===== src/source/gat_dbg_cfg.svh =====
`ifndef GAT_DBG_CFG_SVH
`define GAT_DBG_CFG_SVH

// ==========================================================================
// Build configuration and identification
// ==========================================================================
`define GAT_H_NUM_SPARSE_DATA 12        // Reported as configuration word
`define GAT_BUILD_ID          13090504  // Build identifier word

// Sparse PE lane probe
`define GAT_PROBE_ADDR_A      10        // Weight address for sample A
`define GAT_PROBE_ADDR_B      20        // Weight address for sample B
`define GAT_PROBE_LANE        2

// First illegal feature memory address
`define GAT_FEAT_ADDR_LIMIT   43328

// Readout select codes, 6 and 7 unused
`define GAT_SEL_CFG           0
`define GAT_SEL_STATUS        1
`define GAT_SEL_SM_COUNT      2
`define GAT_SEL_SAMPLE_A      3
`define GAT_SEL_SAMPLE_B      4
`define GAT_SEL_BUILD_ID      5
`endif


===== src/source/gat_dbg_pkg.sv =====
package gat_dbg_pkg;

  // ========================================================================
  // Plain vector types
  // ========================================================================
  typedef logic [31:0] dbg_word_t;         // Readout word
  typedef logic [11:0] sppe_lane_t;        // One sparse PE output
  typedef sppe_lane_t [15:0] sppe_vec_t;   // All sparse PE lanes
  typedef logic [13:0] wh_addr_t;          // Weight memory address
  typedef logic [15:0] feat_addr_t;        // Feature memory address
  typedef logic [31:0] feat_data_t;        // Feature write data
  typedef logic [2:0]  rd_sel_t;           // Readout select

  // ========================================================================
  // Bundled status and sample types
  // ========================================================================
  typedef struct packed {
    logic vld;
    logic rdy;
  } stage_hs_t;

  // Stage order follows the inference pipeline, spmm in the MSBs
  typedef struct packed {
    stage_hs_t spmm;
    stage_hs_t dmvm;
    stage_hs_t sm;
    stage_hs_t aggr;
  } stage_bus_t;

  typedef struct packed {
    stage_bus_t sticky;                    // Ever-high record per level
    logic       feat_ovf;                  // Illegal feature write seen
  } dbg_status_t;

  typedef struct packed {
    sppe_lane_t sample_a;
    sppe_lane_t sample_b;
  } probe_samples_t;

endpackage


===== src/source/debug_readout.sv =====
`include "gat_dbg_cfg.svh"

module debug_readout
  import gat_dbg_pkg::*;
(
  input  logic           clk,
  input  logic           rst_n,
  input  logic           sm_vld_i,
  input  dbg_status_t    status_i,
  input  probe_samples_t samples_i,
  input  rd_sel_t        rd_sel_i,
  output dbg_word_t      dbg_data_o
);

  dbg_word_t sm_count_q;
  dbg_word_t rd_word;
  dbg_word_t dbg_data_q;

  // ========================================================================
  // Softmax valid counter
  // ========================================================================
  always_ff @(posedge clk or negedge rst_n) begin
    if (!rst_n) begin
      sm_count_q <= '0;
    end else if (sm_vld_i) begin
      sm_count_q <= sm_count_q + dbg_word_t'(1);   // Wraps at 2^32
    end
  end

  // ========================================================================
  // Readout select
  // ========================================================================
  always_comb begin
    case (rd_sel_i)
      rd_sel_t'(`GAT_SEL_CFG): begin
        rd_word = dbg_word_t'(`GAT_H_NUM_SPARSE_DATA);
      end
      rd_sel_t'(`GAT_SEL_STATUS): begin
        rd_word = dbg_word_t'(status_i);        // Zero-extended
      end
      rd_sel_t'(`GAT_SEL_SM_COUNT): begin
        rd_word = sm_count_q;
      end
      rd_sel_t'(`GAT_SEL_SAMPLE_A): begin
        rd_word = dbg_word_t'(samples_i.sample_a);
      end
      rd_sel_t'(`GAT_SEL_SAMPLE_B): begin
        rd_word = dbg_word_t'(samples_i.sample_b);
      end
      rd_sel_t'(`GAT_SEL_BUILD_ID): begin
        rd_word = dbg_word_t'(`GAT_BUILD_ID);
      end
      default: begin
        rd_word = '0;                           // Unused codes
      end
    endcase
  end

  always_ff @(posedge clk or negedge rst_n) begin
    if (!rst_n) begin
      dbg_data_q <= '0;
    end else begin
      dbg_data_q <= rd_word;
    end
  end

  assign dbg_data_o = dbg_data_q;

  // Unused select codes read back as zero one edge later
  property p_unused_sel_zero;
    @(posedge clk) disable iff (!rst_n)
      (rd_sel_i > rd_sel_t'(`GAT_SEL_BUILD_ID)) |=> (dbg_data_o == '0);
  endproperty

  a_unused_sel_zero: assert property (p_unused_sel_zero)
    else $error("dbg_data_o nonzero for unused select code");

endmodule


===== src/source/gat_debug_top.sv =====
module gat_debug_top
  import gat_dbg_pkg::*;
(
  input  logic       clk,
  input  logic       rst_n,
  input  logic       spmm_vld_i,
  input  logic       spmm_rdy_i,
  input  logic       dmvm_vld_i,
  input  logic       dmvm_rdy_i,
  input  logic       sm_vld_i,
  input  logic       sm_rdy_i,
  input  logic       aggr_vld_i,
  input  logic       aggr_rdy_i,
  input  sppe_vec_t  sppe_i,
  input  wh_addr_t   wh_addr_i,
  input  logic       feat_wr_en_i,
  input  feat_addr_t feat_wr_addr_i,
  input  feat_data_t feat_wr_data_i,     // Memory port shape only
  input  logic       status_clr_i,
  input  rd_sel_t    rd_sel_i,
  output dbg_word_t  dbg_data_o
);

  stage_bus_t     stage_bus;
  dbg_status_t    status;
  probe_samples_t samples;

  // ========================================================================
  // Stage level bundle
  // ========================================================================
  assign stage_bus = '{spmm: '{vld: spmm_vld_i, rdy: spmm_rdy_i},
                       dmvm: '{vld: dmvm_vld_i, rdy: dmvm_rdy_i},
                       sm:   '{vld: sm_vld_i,   rdy: sm_rdy_i},
                       aggr: '{vld: aggr_vld_i, rdy: aggr_rdy_i}};

  stage_status_monitor u_status (
    .clk            (clk),
    .rst_n          (rst_n),
    .stage_i        (stage_bus),
    .feat_wr_en_i   (feat_wr_en_i),
    .feat_wr_addr_i (feat_wr_addr_i),
    .status_clr_i   (status_clr_i),
    .status_o       (status)
  );

  spmm_sample_probe u_probe (
    .clk        (clk),
    .rst_n      (rst_n),
    .sppe_i     (sppe_i),
    .wh_addr_i  (wh_addr_i),
    .spmm_rdy_i (stage_bus.spmm.rdy),
    .samples_o  (samples)
  );

  debug_readout u_readout (
    .clk        (clk),
    .rst_n      (rst_n),
    .sm_vld_i   (stage_bus.sm.vld),
    .status_i   (status),
    .samples_i  (samples),
    .rd_sel_i   (rd_sel_i),
    .dbg_data_o (dbg_data_o)
  );

endmodule


===== src/source/spmm_sample_probe.sv =====
`include "gat_dbg_cfg.svh"

module spmm_sample_probe
  import gat_dbg_pkg::*;
(
  input  logic           clk,
  input  logic           rst_n,
  input  sppe_vec_t      sppe_i,
  input  wh_addr_t       wh_addr_i,
  input  logic           spmm_rdy_i,
  output probe_samples_t samples_o
);

  probe_samples_t samples_q;
  sppe_lane_t     lane_val;
  logic           match_a;
  logic           match_b;

  // ========================================================================
  // Address match
  // ========================================================================
  assign lane_val = sppe_i[`GAT_PROBE_LANE];

  assign match_a = spmm_rdy_i && (wh_addr_i == wh_addr_t'(`GAT_PROBE_ADDR_A));
  assign match_b = spmm_rdy_i && (wh_addr_i == wh_addr_t'(`GAT_PROBE_ADDR_B));

  // ========================================================================
  // Sample registers
  // ========================================================================
  always_ff @(posedge clk or negedge rst_n) begin
    if (!rst_n) begin
      samples_q <= '0;
    end else begin
      if (match_a) begin
        samples_q.sample_a <= lane_val;
      end
      if (match_b) begin
        samples_q.sample_b <= lane_val;
      end
    end
  end

  assign samples_o = samples_q;

  // ========================================================================
  // Checks
  // ========================================================================
  // Sample A moves only after its own address hit
  property p_sample_a_stable;
    @(posedge clk) disable iff (!rst_n)
      !match_a |=> $stable(samples_o.sample_a);
  endproperty

  // Same for sample B
  property p_sample_b_stable;
    @(posedge clk) disable iff (!rst_n)
      !match_b |=> $stable(samples_o.sample_b);
  endproperty

  a_sample_a_stable: assert property (p_sample_a_stable)
    else $error("sample_a changed without probe A match");
  a_sample_b_stable: assert property (p_sample_b_stable)
    else $error("sample_b changed without probe B match");

endmodule


===== src/source/stage_status_monitor.sv =====
`include "gat_dbg_cfg.svh"

module stage_status_monitor
  import gat_dbg_pkg::*;
(
  input  logic        clk,
  input  logic        rst_n,
  input  stage_bus_t  stage_i,
  input  logic        feat_wr_en_i,
  input  feat_addr_t  feat_wr_addr_i,
  input  logic        status_clr_i,
  output dbg_status_t status_o
);

  stage_bus_t sticky_q;
  stage_bus_t sticky_d;
  logic       ovf_q;
  logic       ovf_d;
  logic       ovf_hit;

  // ========================================================================
  // Set and clear
  // ========================================================================
  assign ovf_hit = feat_wr_en_i &&
                   (feat_wr_addr_i >= feat_addr_t'(`GAT_FEAT_ADDR_LIMIT));

  always_comb begin
    sticky_d = sticky_q | stage_i;      // Any high level sets its bit
    ovf_d    = ovf_q | ovf_hit;
    if (status_clr_i) begin             // Clear beats a same-cycle set
      sticky_d = '0;
      ovf_d    = 1'b0;
    end
  end

  always_ff @(posedge clk or negedge rst_n) begin
    if (!rst_n) begin
      sticky_q <= '0;
      ovf_q    <= 1'b0;
    end else begin
      sticky_q <= sticky_d;
      ovf_q    <= ovf_d;
    end
  end

  assign status_o = '{sticky: sticky_q, feat_ovf: ovf_q};

  // ========================================================================
  // Checks
  // ========================================================================
  // Bits may only drop after a clear strobe
  property p_sticky_holds;
    @(posedge clk) disable iff (!rst_n)
      !status_clr_i |=> ((status_o & $past(status_o)) == $past(status_o));
  endproperty

  a_sticky_holds: assert property (p_sticky_holds)
    else $error("sticky status bit fell without status_clr_i");

endmodule

===== config.mk =====
export PLATFORM = sky130hd
export DESIGN_NAME = gat_debug_top
export DESIGN_NICKNAME = d
export VERILOG_FILES = /design/src/source/gat_dbg_pkg.sv /design/src/source/debug_readout.sv /design/src/source/gat_debug_top.sv /design/src/source/spmm_sample_probe.sv /design/src/source/stage_status_monitor.sv
export VERILOG_INCLUDE_DIRS = /design/src /design/src/source
export SDC_FILE = /design/constraint.sdc
export NUM_CORES = 1
export LEC_CHECK = 0
export BUFFER_PORTS_ARGS = -buffer_cell sky130_fd_sc_hd__buf_2
export CAP_MARGIN = 40
export CORE_AREA = 4 4 116 118
export CTS_BUF_LIST = sky130_fd_sc_hd__clkbuf_8
export DETAILED_ROUTE_END_ITERATION = 16
export DIE_AREA = 0 0 120 122
export MAX_ROUTING_LAYER = met4
export PLACE_DENSITY_LB_ADDON = 0.2
export SETUP_SLACK_MARGIN = 0.2
export SYNTH_ARGS = -nofsm -noshare
export SYNTH_HDL_FRONTEND = slang
export SYNTH_SLANG_ARGS = --single-unit

===== constraint.sdc =====
create_clock -name clk -period 3.55 [get_ports clk]
set_input_delay 0 -clock clk [delete_from_list [all_inputs] [get_ports clk]]
set_output_delay 0 -clock clk [all_outputs]
set_load 0.02 [all_outputs]

==> impl_metrics.py, run 1 <==
metrics = {
    "detailed_routing": {
        "totalWireLength_um": 8990,
        "dr_total_vias": 2895,
        "drcViolationCount": 0,
        "ant_nets": 0,
        "firstDrtPassIters": 4,
        "wl_per_cell_um": 14.20,
        "drt_iter0_drc": 108,
        "avgViaCountPerCell": 4.573,
    },
    "critical_path": {
        "path_class": "reg2reg",
        "critPathLaunchType": "flip-flop",
        "reg2reg_slack_ns": 1.59,
        "cp_top_family": "simple AND/OR/NAND/NOR gates",
        "crit_chain": "ha_1 > nand4_1 > nor3_1 > nand4_1 > xnor2_1",
        "r2r.worst_path.cells": 5,
        "path_buf_inv": 0,
        "reg2reg_from": "u_readout.sm_count_q[0]",
        "crit_fanout": 6,
        "r2r-end": "u_readout.sm_count_q[24]",
        "cp.required_ns": 3.81,
        "path_common_cell": "nand4_1",
        "slowest_delay_ns": 0.53,
        "critPathArrivalTime_ns": 2.22,
        "cp-end-kind": "flip-flop",
        "slowest_stage": "nor3_1",
    },
    "pwr": {
        "power.internal_mw": 1.595,
        "p_sw_share_pct": 26.63,
        "vdd_drop_max_mv": 0.1494,
        "p_comb_share_pct": 11.9,
        "power.share.clock_pct": 31.4,
        "p_leak_nw": 2.703,
        "p_sw_mw": 0.5791,
        "power_density_nw_per_um2": 415.1,
        "seqPwrFrac_pct": 56.7,
    },
    "outcome": {
        "outcome": "complete, no violations",
    },
    "min_path": {
        "hold_end": "u_readout.dbg_data_o[4]",
        "whs_path_depth": 2,
        "hp-class": "in2reg",
        "min-delay-start": "rd_sel_i[2]",
    },
    "clock_network": {
        "cts.sinks": 97,
        "post_cts_buffers": 0,
        "h-tree-depth": 3,
        "cts_resized": 0,
        "clk_path_buf_depth": 2,
        "path_clk_slew_ns": 0.09,
        "numCtsBuffers": 9,
        "clock_latency_ns": 0.38,
        "cts_tree": "built",
        "cts-root-buf": "clkbuf_8",
        "hold_buffers": 33,
    },
    "yosys": {
        "ys_seq_area_share_pct": 59.25,
        "synth_fa_ha_area_share_pct": 0.3054,
        "ys.flop_type": "dfrtp_1",
        "synth.distinct_cells": 41,
        "synth_area_um2": 4096,
        "synth-simple-area-share_pct": 16.62,
        "synth_xor_area_share_pct": 6.628,
        "synth_top_area_share_pct": 59.25,
        "yosysTopAreaCell": "dfrtp_1",
        "synthMuxAreaShare_pct": 9.805,
        "syn-num-nets": 608,
        "async_flop_share_pct": 100.0,
        "syn_avg_cell_area_um2": 12.12,
        "synth_top_family_by_area": "simple AND/OR/NAND/NOR gates",
        "synth_compound_area_share_pct": 5.589,
        "synth-edff-count": 0,
        "synth_common_cells": "97 x dfrtp_1, 33 x nor2_1, 25 x mux2_2",
        "synth_area_leaders": "dfrtp_1 59%, mux2_2 6.9%, xnor2_1 3.8%, nor2_1 3.0%, mux2i_1 2.9%",
        "ys_seq_elements": 97,
        "yosysWarnings": 0,
        "synthCells": 338,
        "synth_most_common_cell": "dfrtp_1",
    },
    "placement": {
        "place_inst": 584,
        "port-buffer-count": 82,
        "gp_congestion": 0.7236,
        "hpwl_um": 6223,
    },
    "timing": {
        "post-route-min-period_ns": 1.957,
        "setup_viol_count_final": 0,
        "slew_violations": 0,
        "timing.final.crit_share_pct": 55.13,
        "maxSlewHeadroom_pct": 54.03,
        "fin_worst_skew_ns": 0.01627,
        "fin_setup_tns_ns": 0,
        "rsz0062_at_grt": "no",
        "hold_viol": 0,
        "max_freq_mhz": 511.0,
        "tightest_slew_ns": 0.6870,
    },
    "grt": {
        "grt-ovfl-total": 0,
        "grt_max_degree": 63,
        "grt_pass1_vias": 2905,
        "grt_pass1_wl_um": 14740,
        "gr-usage-all-layers_pct": 13.33,
        "antenna_found_initial": 0,
    },
    "die": {
        "rows": 41,
        "die_w_um": 120,
        "dieArea_um2": 14640,
        "die-height_um": 122,
        "io_pins": 301,
        "start_util_pct": 32.86,
        "core_um2": 12470,
    },
    "layout": {
        "regArea_um2": 2427,
        "layout.cells.non_filler": 633,
        "multi_input_area_um2": 1595,
        "n_antenna_cell": 0,
        "fillers": 1200,
        "drive_gt1_share_pct": 29.07,
        "fin_nets": 726,
        "syn_to_final_growth_pct": 27.89,
    },
    "run": {
        "drv_cap": 0,
    },
}
-- cell type report --
type	count	area share, %
multi-input combinational	222	30.45
clock buffer	12	3.153
tap	172	4.108
sequential	97	46.33
clock inverter	4	0.3821
inverter	8	0.5732
timing repair buffer	118	15.00
-- flip-flops by register name, summed over array words and instances (netlist names) --
register              count
u_readout.sm_count_q     32
u_status.status_o         8
u_readout.dbg_data_o     32
u_probe.samples_o        24
u_status.ovf_q            1
-- routing by layer --
| layer | GRT usage [%] | wire length (um) | share of wire [%] | up-vias |
|---|---|---|---|---|
| li1 | - | - | - | 1413 |
| met1 | 16.98 | 4211 | 47 | 1386 |
| met2 | 20.34 | 4096 | 46 | 81 |
| met3 | 2.786 | 448 | 5.0 | 15 |
| met4 | 6.514 | 233 | 2.6 | 0 |
| met5 | - | 0 | 0 | - |
-- metrics by stage --
stage / util (%) / instance area, um^2 / hold WS, ns / worst slack [ns] / total power, mW
floorplan: - / 4096 / -0.2956 / 1.926 / 1.368
global placement: 37.61 / 4688 / 0.2121 / 1.621 / 1.481
detailed placement: 37.89 / 4723 / -0.09059 / 1.588 / 1.491
CTS: 42.03 / 5239 / 0.005553 / 1.581 / 2.204
global route: 42.03 / 5239 / 0.02517 / 1.466 / 2.278
finish: 42.03 / 5239 / 0.01814 / 1.593 / 2.174
-- cell families (layout without fill, tap and decap cells) --
family	count (synthesis)	after routing
compound gates	37	37
simple gates	116	116
xor+xnor	31	31
buf+inv	19	142
mux	37	37
fa+ha+maj	1	1
flops	97	97
-- power groups by stage --
stage | registers [mW] | clock network (mW) | logic [mW]
CTS | 1.23 | 0.705 | 0.264
global placement | 1.25 | 0 | 0.226
floorplan | 1.25 | 0 | 0.115
global route | 1.24 | 0.740 | 0.296
finish | 1.23 | 0.682 | 0.259
detailed placement | 1.26 | 0 | 0.235
-- how the worst max path moves through the flow --
stage	from	end	slack, ns	depth (start not counted)
floorplan	u_readout.sm_count_q[7]	u_readout.sm_count_q[25]	1.93	4
global placement	u_readout.sm_count_q[0]	u_readout.sm_count_q[24]	1.62	5
detailed placement	u_readout.sm_count_q[0]	u_readout.sm_count_q[24]	1.59	5
CTS	u_readout.sm_count_q[0]	u_readout.sm_count_q[24]	1.58	5
global route	u_readout.sm_count_q[0]	u_readout.sm_count_q[24]	1.47	5
finish	u_readout.sm_count_q[0]	u_readout.sm_count_q[24]	1.59	5
-- cell usage in the layout, fill, tap and decap left out, types with 2 or more instances in the layout --
| master | count |
|---|---|
| xnor2_1 | 18 |
| and4_1 | 3 |
| inv_1 | 11 |
| clkbuf_8 | 12 |
| nand2b_1 | 2 |
| xor2_1 | 13 |
| nand3_1 | 7 |
| dfrtp_1 | 97 |
| and2_1 | 10 |
| buf_2 | 81 |
| nand2_1 | 18 |
| mux2_2 | 25 |
| a21oi_1 | 10 |
| dlygate4sd3_1 | 33 |
| nor2_1 | 33 |
| nor4_1 | 5 |
| nor3_1 | 8 |
| mux2i_1 | 12 |
| nand4_1 | 9 |
| nor4_2 | 3 |
| o22ai_1 | 6 |
| and3_1 | 4 |
| nor3_2 | 3 |
| buf_4 | 3 |
| o21ai_0 | 7 |
| nor4bb_1 | 2 |
| o21a_1 | 2 |
| a21o_1 | 8 |
Note: power is estimated with default switching activity, not from simulation.
==> run 2: changes to the inputs <==
==> constraint.sdc (replaced) <==
create_clock -name clk -period 1.9 [get_ports clk]
set_input_delay 0 -clock clk [delete_from_list [all_inputs] [get_ports clk]]
set_output_delay 0 -clock clk [all_outputs]
set_load 0.02 [all_outputs]
==> run 2 against run 1 <==
Power is 120% higher. Combinational power grew to 2.5 times the previous value. Final area is 5.7% higher. Non-clock buffer count is 21 higher. Clock power grew to 2.6 times the previous value. Utilization is 2.4 points higher. Final cell count is 3.3% higher. Clock skew is 0.0010 ns lower. Via count is 3.5% higher. Routed wire length is 0.14% lower. Critical path type unchanged.
==> impl_metrics.py, run 2 (synthesis gave the netlist of run 1 again) <==
metrics = {
    "outcome": {
        "outcome": "complete, no violations",
    },
    "die": {
        "rows": 41,
        "io_pins": 301,
        "start_util_pct": 32.86,
        "core_um2": 12470,
        "die-height_um": 122,
        "dieArea_um2": 14640,
        "die_w_um": 120,
    },
    "detailed_routing": {
        "firstDrtPassIters": 4,
        "drt_iter0_drc": 169,
        "totalWireLength_um": 8977,
        "avgViaCountPerCell": 4.581,
        "ant_nets": 0,
        "drcViolationCount": 0,
        "wl_per_cell_um": 13.73,
        "dr_total_vias": 2996,
    },
    "clock_network": {
        "clock_latency_ns": 0.37,
        "cts-root-buf": "clkbuf_8",
        "cts_tree": "built",
        "path_clk_slew_ns": 0.09,
        "clk_path_buf_depth": 2,
        "numCtsBuffers": 9,
        "h-tree-depth": 3,
        "cts.sinks": 97,
    },
    "layout": {
        "design_area_um2": 5537,
        "fin_nets": 747,
        "layout_commonest_cell": "dfrtp_1",
        "drive_gt1_share_pct": 35.06,
        "layout_common_cells": "92 x dfrtp_1, 81 x buf_2, 35 x dlygate4sd3_1",
        "n_antenna_cell": 0,
        "syn_to_final_growth_pct": 35.16,
        "layout.cells.non_filler": 654,
    },
    "critical_path": {
        "path_class": "reg2reg",
        "cp-end-kind": "flip-flop",
        "cp.required_ns": 2.19,
        "critPathArrivalTime_ns": 1.93,
        "crit_fanout": 5,
        "critPathLaunchType": "flip-flop",
    },
    "pwr": {
        "vdd_drop_max_mv": 0.3288,
        "power_mw": 4.692,
        "p_leak_nw": 2.842,
        "power_density_nw_per_um2": 847.4,
    },
    "grt": {
        "gr-usage-all-layers_pct": 13.71,
        "grt_max_degree": 62,
        "grt_pass1_wl_um": 15480,
        "antenna_found_initial": 0,
        "grt_pass1_vias": 3078,
        "grt-ovfl-total": 0,
    },
    "timing": {
        "max_freq_mhz": 609.4,
        "rsz0062_at_grt": "yes",
        "slew_violations": 0,
        "hold_viol": 0,
        "setup_viol_count_final": 0,
        "post-route-min-period_ns": 1.641,
        "fin_worst_skew_ns": 0.01526,
        "fin_setup_tns_ns": 0,
        "timing.final.crit_share_pct": 86.37,
        "maxSlewHeadroom_pct": 60.59,
        "tightest_slew_ns": 0.5897,
        "hold_slack_ns": 0.02483,
    },
    "run": {
        "drv_cap": 0,
    },
    "placement": {
        "gp_congestion": 0.7393,
        "dpl_cell_area_um2": 4791,
        "hpwl_um": 6190,
        "place_inst": 594,
        "port-buffer-count": 82,
    },
    "min_path": {
        "hp-class": "in2reg",
    },
}
run 2: cell count changes in the layout (fill, tap and decap cells not counted), sizes merged:
cell / before / now
clkinvlp: 0 / 1
buf: 85 / 104
dlygate4sd3: 33 / 35
inv: 11 / 9
clkinv: 1 / 0
bufinv: 0 / 4
clkbuf: 12 / 10
run 2: path summary, 6_finish.rpt:
| kind | startpoint | to | slack (ns) | depth (start not counted) |
|---|---|---|---|---|
| setup reg to reg | u_readout.sm_count_q[7] | u_readout.sm_count_q[29] | 0.26 | 4 |
| hold reg to reg | u_readout.sm_count_q[25] | u_readout.sm_count_q[25] | 0.49 | 1 |
| min in group asynchronous | rst_n | u_readout.dbg_data_o[27] | 0.14 | 2 |
| hold / removal | rd_sel_i[2] | u_readout.dbg_data_o[0] | 0.02 | 2 |
| max in group asynchronous | rst_n | u_readout.sm_count_q[10] | 1.05 | 3 |
| setup / recovery | u_readout.sm_count_q[7] | u_readout.sm_count_q[29] | 0.26 | 4 |
run 2: layout make-up:
cell class                      instances  area (um^2)
Multi-Input combinational cell        222         1643
Sequential cell                        97         2434
Fill cell                            1188         6929
Clock buffer                           10        137.6
Clock inverter                          6        136.4
Inverter                                8        30.03
Tap cell                              172        215.2
Timing Repair Buffer                  139        940.9
run 2: stage by stage:
step           setup WS (ns)  util [%]
2_1_floorplan         0.2762         -
3_3_place_gp          0.1395     38.43
3_5_place_dp          0.1414     38.43
4_1_cts               0.2032     43.51
5_1_grt               0.1719     44.41
6_report              0.2590     44.41
run 2: per-layer routing:
metal | vias up | part of all wire [%] | global-route usage, %
met5 | - | 0 | -
met4 | 0 | 1.3 | 4.510
met3 | 10 | 5.6 | 3.018
met2 | 83 | 45 | 21.07
met1 | 1453 | 48 | 18.14
li1 | 1450 | - | -
run 2: critical path, cell delays in order (launching register included):
cell	delay, ns
dfrtp_1	0.40
nand4_4	0.14
or4_4	0.63
nor4b_4	0.25
xnor2_1	0.14
run 2: where the power goes:
part / switching (mW) / total, mW / internal [mW]
logic: 0.329 / 0.657 / 0.328
clock network: 0.732 / 1.78 / 1.05
registers: 0.0756 / 2.26 / 2.18
run 2: repair_timing:
action | 4_1_cts | 5_1_grt
hold buffers | 33 | 3
setup endpoints to repair | 9 | 12
resized for setup | 6 | 9
buffers inserted | 2 | 7
pin swaps | 0 | 3
hold endpoints to repair | 72 | 1
==> run 3: changes to the inputs <==
==> constraint.sdc (replaced) <==
create_clock -name clk -period 1.5 [get_ports clk]
set_input_delay 0 -clock clk [delete_from_list [all_inputs] [get_ports clk]]
set_output_delay 0 -clock clk [all_outputs]
set_load 0.02 [all_outputs]
==> run 3 against run 2 <==
The run now ends with setup timing left. Critical path type unchanged. Combinational power increased by 81%. Critical path depth is the same. Via count up 5.9%. Clock skew down 0.0055 ns. Die area stayed put. Maximum frequency increased by 4.7%. Utilization grew 3.4 points. Clock power shrank 13%. Worst hold slack improved by 0.015 ns. Final area rose by 7.7%. Setup slack got worse by 0.33 ns.
==> impl_metrics.py, run 3 (synthesis gave the netlist of run 1 again) <==
metrics = {
    "grt": {
        "grt_pass1_wl_um": 16220,
        "grt-ovfl-total": 0,
        "grt_max_degree": 34,
        "gr-usage-all-layers_pct": 14.62,
        "antenna_found_initial": 0,
        "grt_pass1_vias": 3320,
    },
    "timing": {
        "post-route-min-period_ns": 1.567,
        "maxSlewHeadroom_pct": 54.05,
        "max_freq_mhz": 638.0,
        "layout_setup_ws_ns": -0.06737,
        "fin_worst_skew_ns": 0.009720,
        "hold_viol": 0,
        "setup_viol_count_final": 8,
        "hold_slack_ns": 0.03943,
        "fin_setup_tns_ns": -0.2800,
        "rsz0062_at_grt": "yes",
        "tightest_slew_ns": 0.6867,
        "slew_violations": 0,
        "timing.final.crit_share_pct": 104.5,
    },
    "critical_path": {
        "crit_chain": "nand3_2 > or4_4 > nor3_2 > xor2_1",
        "cp-end-kind": "flip-flop",
        "r2r.worst_path.cells": 4,
        "reg2reg_from": "u_readout.sm_count_q[2]",
        "cp.required_ns": 1.79,
        "r2r-end": "u_readout.sm_count_q[19]",
        "critPathLaunchType": "flip-flop",
        "slowest_delay_ns": 0.66,
        "slowest_stage": "or4_4",
        "path_class": "reg2reg",
        "critPathArrivalTime_ns": 1.86,
        "reg2reg_slack_ns": -0.07,
        "crit_fanout": 6,
    },
    "layout": {
        "fin_nets": 791,
        "layout_common_cells": "96 x dfrtp_1, 81 x buf_2, 56 x buf_4",
        "syn_to_final_growth_pct": 45.54,
        "layout_commonest_cell": "dfrtp_1",
        "n_antenna_cell": 0,
        "drive_gt1_share_pct": 42.21,
    },
    "pwr": {
        "p_leak_nw": 3.128,
        "power_density_nw_per_um2": 937.2,
        "vdd_drop_max_mv": 0.5445,
        "power_mw": 5.588,
    },
    "outcome": {
        "outcome": "finished with violations",
        "violations": "setup timing",
    },
    "min_path": {
        "hold_end": "u_readout.dbg_data_o[0]",
        "hp-class": "in2reg",
        "min-delay-start": "rd_sel_i[2]",
        "whs_path_depth": 2,
    },
    "clock_network": {
        "numCtsBuffers": 9,
        "clk_path_buf_depth": 2,
        "h-tree-depth": 3,
        "cts-root-buf": "clkbuf_8",
        "path_clk_slew_ns": 0.09,
        "cts_tree": "built",
        "cts.sinks": 97,
        "clock_latency_ns": 0.37,
    },
    "placement": {
        "hpwl_um": 6655,
        "gp_congestion": 0.7580,
        "post-place-ws_ns": -0.05492,
        "port-buffer-count": 82,
    },
    "detailed_routing": {
        "ant_nets": 0,
        "dr_total_vias": 3172,
        "totalWireLength_um": 9751,
        "drcViolationCount": 0,
        "wl_per_cell_um": 13.97,
        "avgViaCountPerCell": 4.544,
        "drt_iter0_drc": 118,
        "firstDrtPassIters": 4,
    },
    "die": {
        "die_w_um": 120,
        "rows": 41,
        "die-height_um": 122,
        "start_util_pct": 32.86,
        "core_um2": 12470,
        "io_pins": 301,
        "dieArea_um2": 14640,
    },
    "run": {
        "drv_cap": 0,
    },
}
-- run 3: cell types whose count changed in the layout (fill, tap and decap cells not counted), sizes merged --
| cell | delta |
|---|---|
| bufinv | -4 |
| clkinv | +1 |
| dlygate4sd3 | +2 |
| inv | +2 |
| clkbuf | +1 |
| buf | +42 |
-- run 3: layout make-up --
type | instances | area [um^2]
Multi-Input combinational cell | 222 | 1798
Inverter | 8 | 30.03
Fill cell | 1169 | 6504
Clock inverter | 5 | 23.77
Sequential cell | 97 | 2429
Clock buffer | 11 | 151.4
Timing Repair Buffer | 183 | 1315
Tap cell | 172 | 215.2
-- run 3: critical path, delay by kind of cell (launching register included) --
| family | cells | cell delay [ns] |
|---|---|---|
| AND/OR/NAND/NOR | 3 | 0.94 |
| flip-flops | 1 | 0.40 |
| XOR/XNOR | 1 | 0.15 |
-- run 3: what timing repair did --
item,CTS,global route
hold buffers,37,0
setup endpoints to repair,25,29
hold endpoints to repair,135,0
setup buffers,13,7
gates resized for setup,23,11
pin swaps,24,11
-- run 3: power breakdown --
| group | leakage [nW] | switching, mW | internal [mW] |
|---|---|---|---|
| clock | 0.0991 | 0.866 | 0.674 |
| combinational | 1.73 | 0.557 | 0.638 |
| sequential | 1.30 | 0.0982 | 2.76 |
-- run 3: through the flow --
step,utilization [%],std cells,area (um^2)
5_1_grt,47.83,698,5962
3_5_place_dp,40.91,625,5100
2_1_floorplan,-,338,4167
4_1_cts,46.99,691,5858
6_report,47.83,698,5962
3_3_place_gp,40.91,625,5100
-- run 3: worst max path at each step --
stage	startpoint	end	slack, ns	depth (start not counted)
after floorplan	u_readout.sm_count_q[2]	u_readout.sm_count_q[29]	-0.05	4
after global placement	u_readout.sm_count_q[2]	u_readout.sm_count_q[29]	-0.02	4
after detailed placement	u_readout.sm_count_q[1]	u_readout.sm_count_q[17]	-0.05	4
after CTS	u_readout.sm_count_q[2]	u_readout.sm_count_q[29]	-0.06	4
after global routing	u_readout.sm_count_q[1]	u_readout.sm_count_q[29]	-0.13	4
final	u_readout.sm_count_q[2]	u_readout.sm_count_q[19]	-0.07	4
-- run 3: per-layer routing --
metal  wire length [um]  GRT usage, %  vias up
li1                   -             -     1548
met1               4539         18.38     1525
met2               4607         23.18       88
met3                454         3.482       11
met4                150         5.297        0
met5                  0             -        -
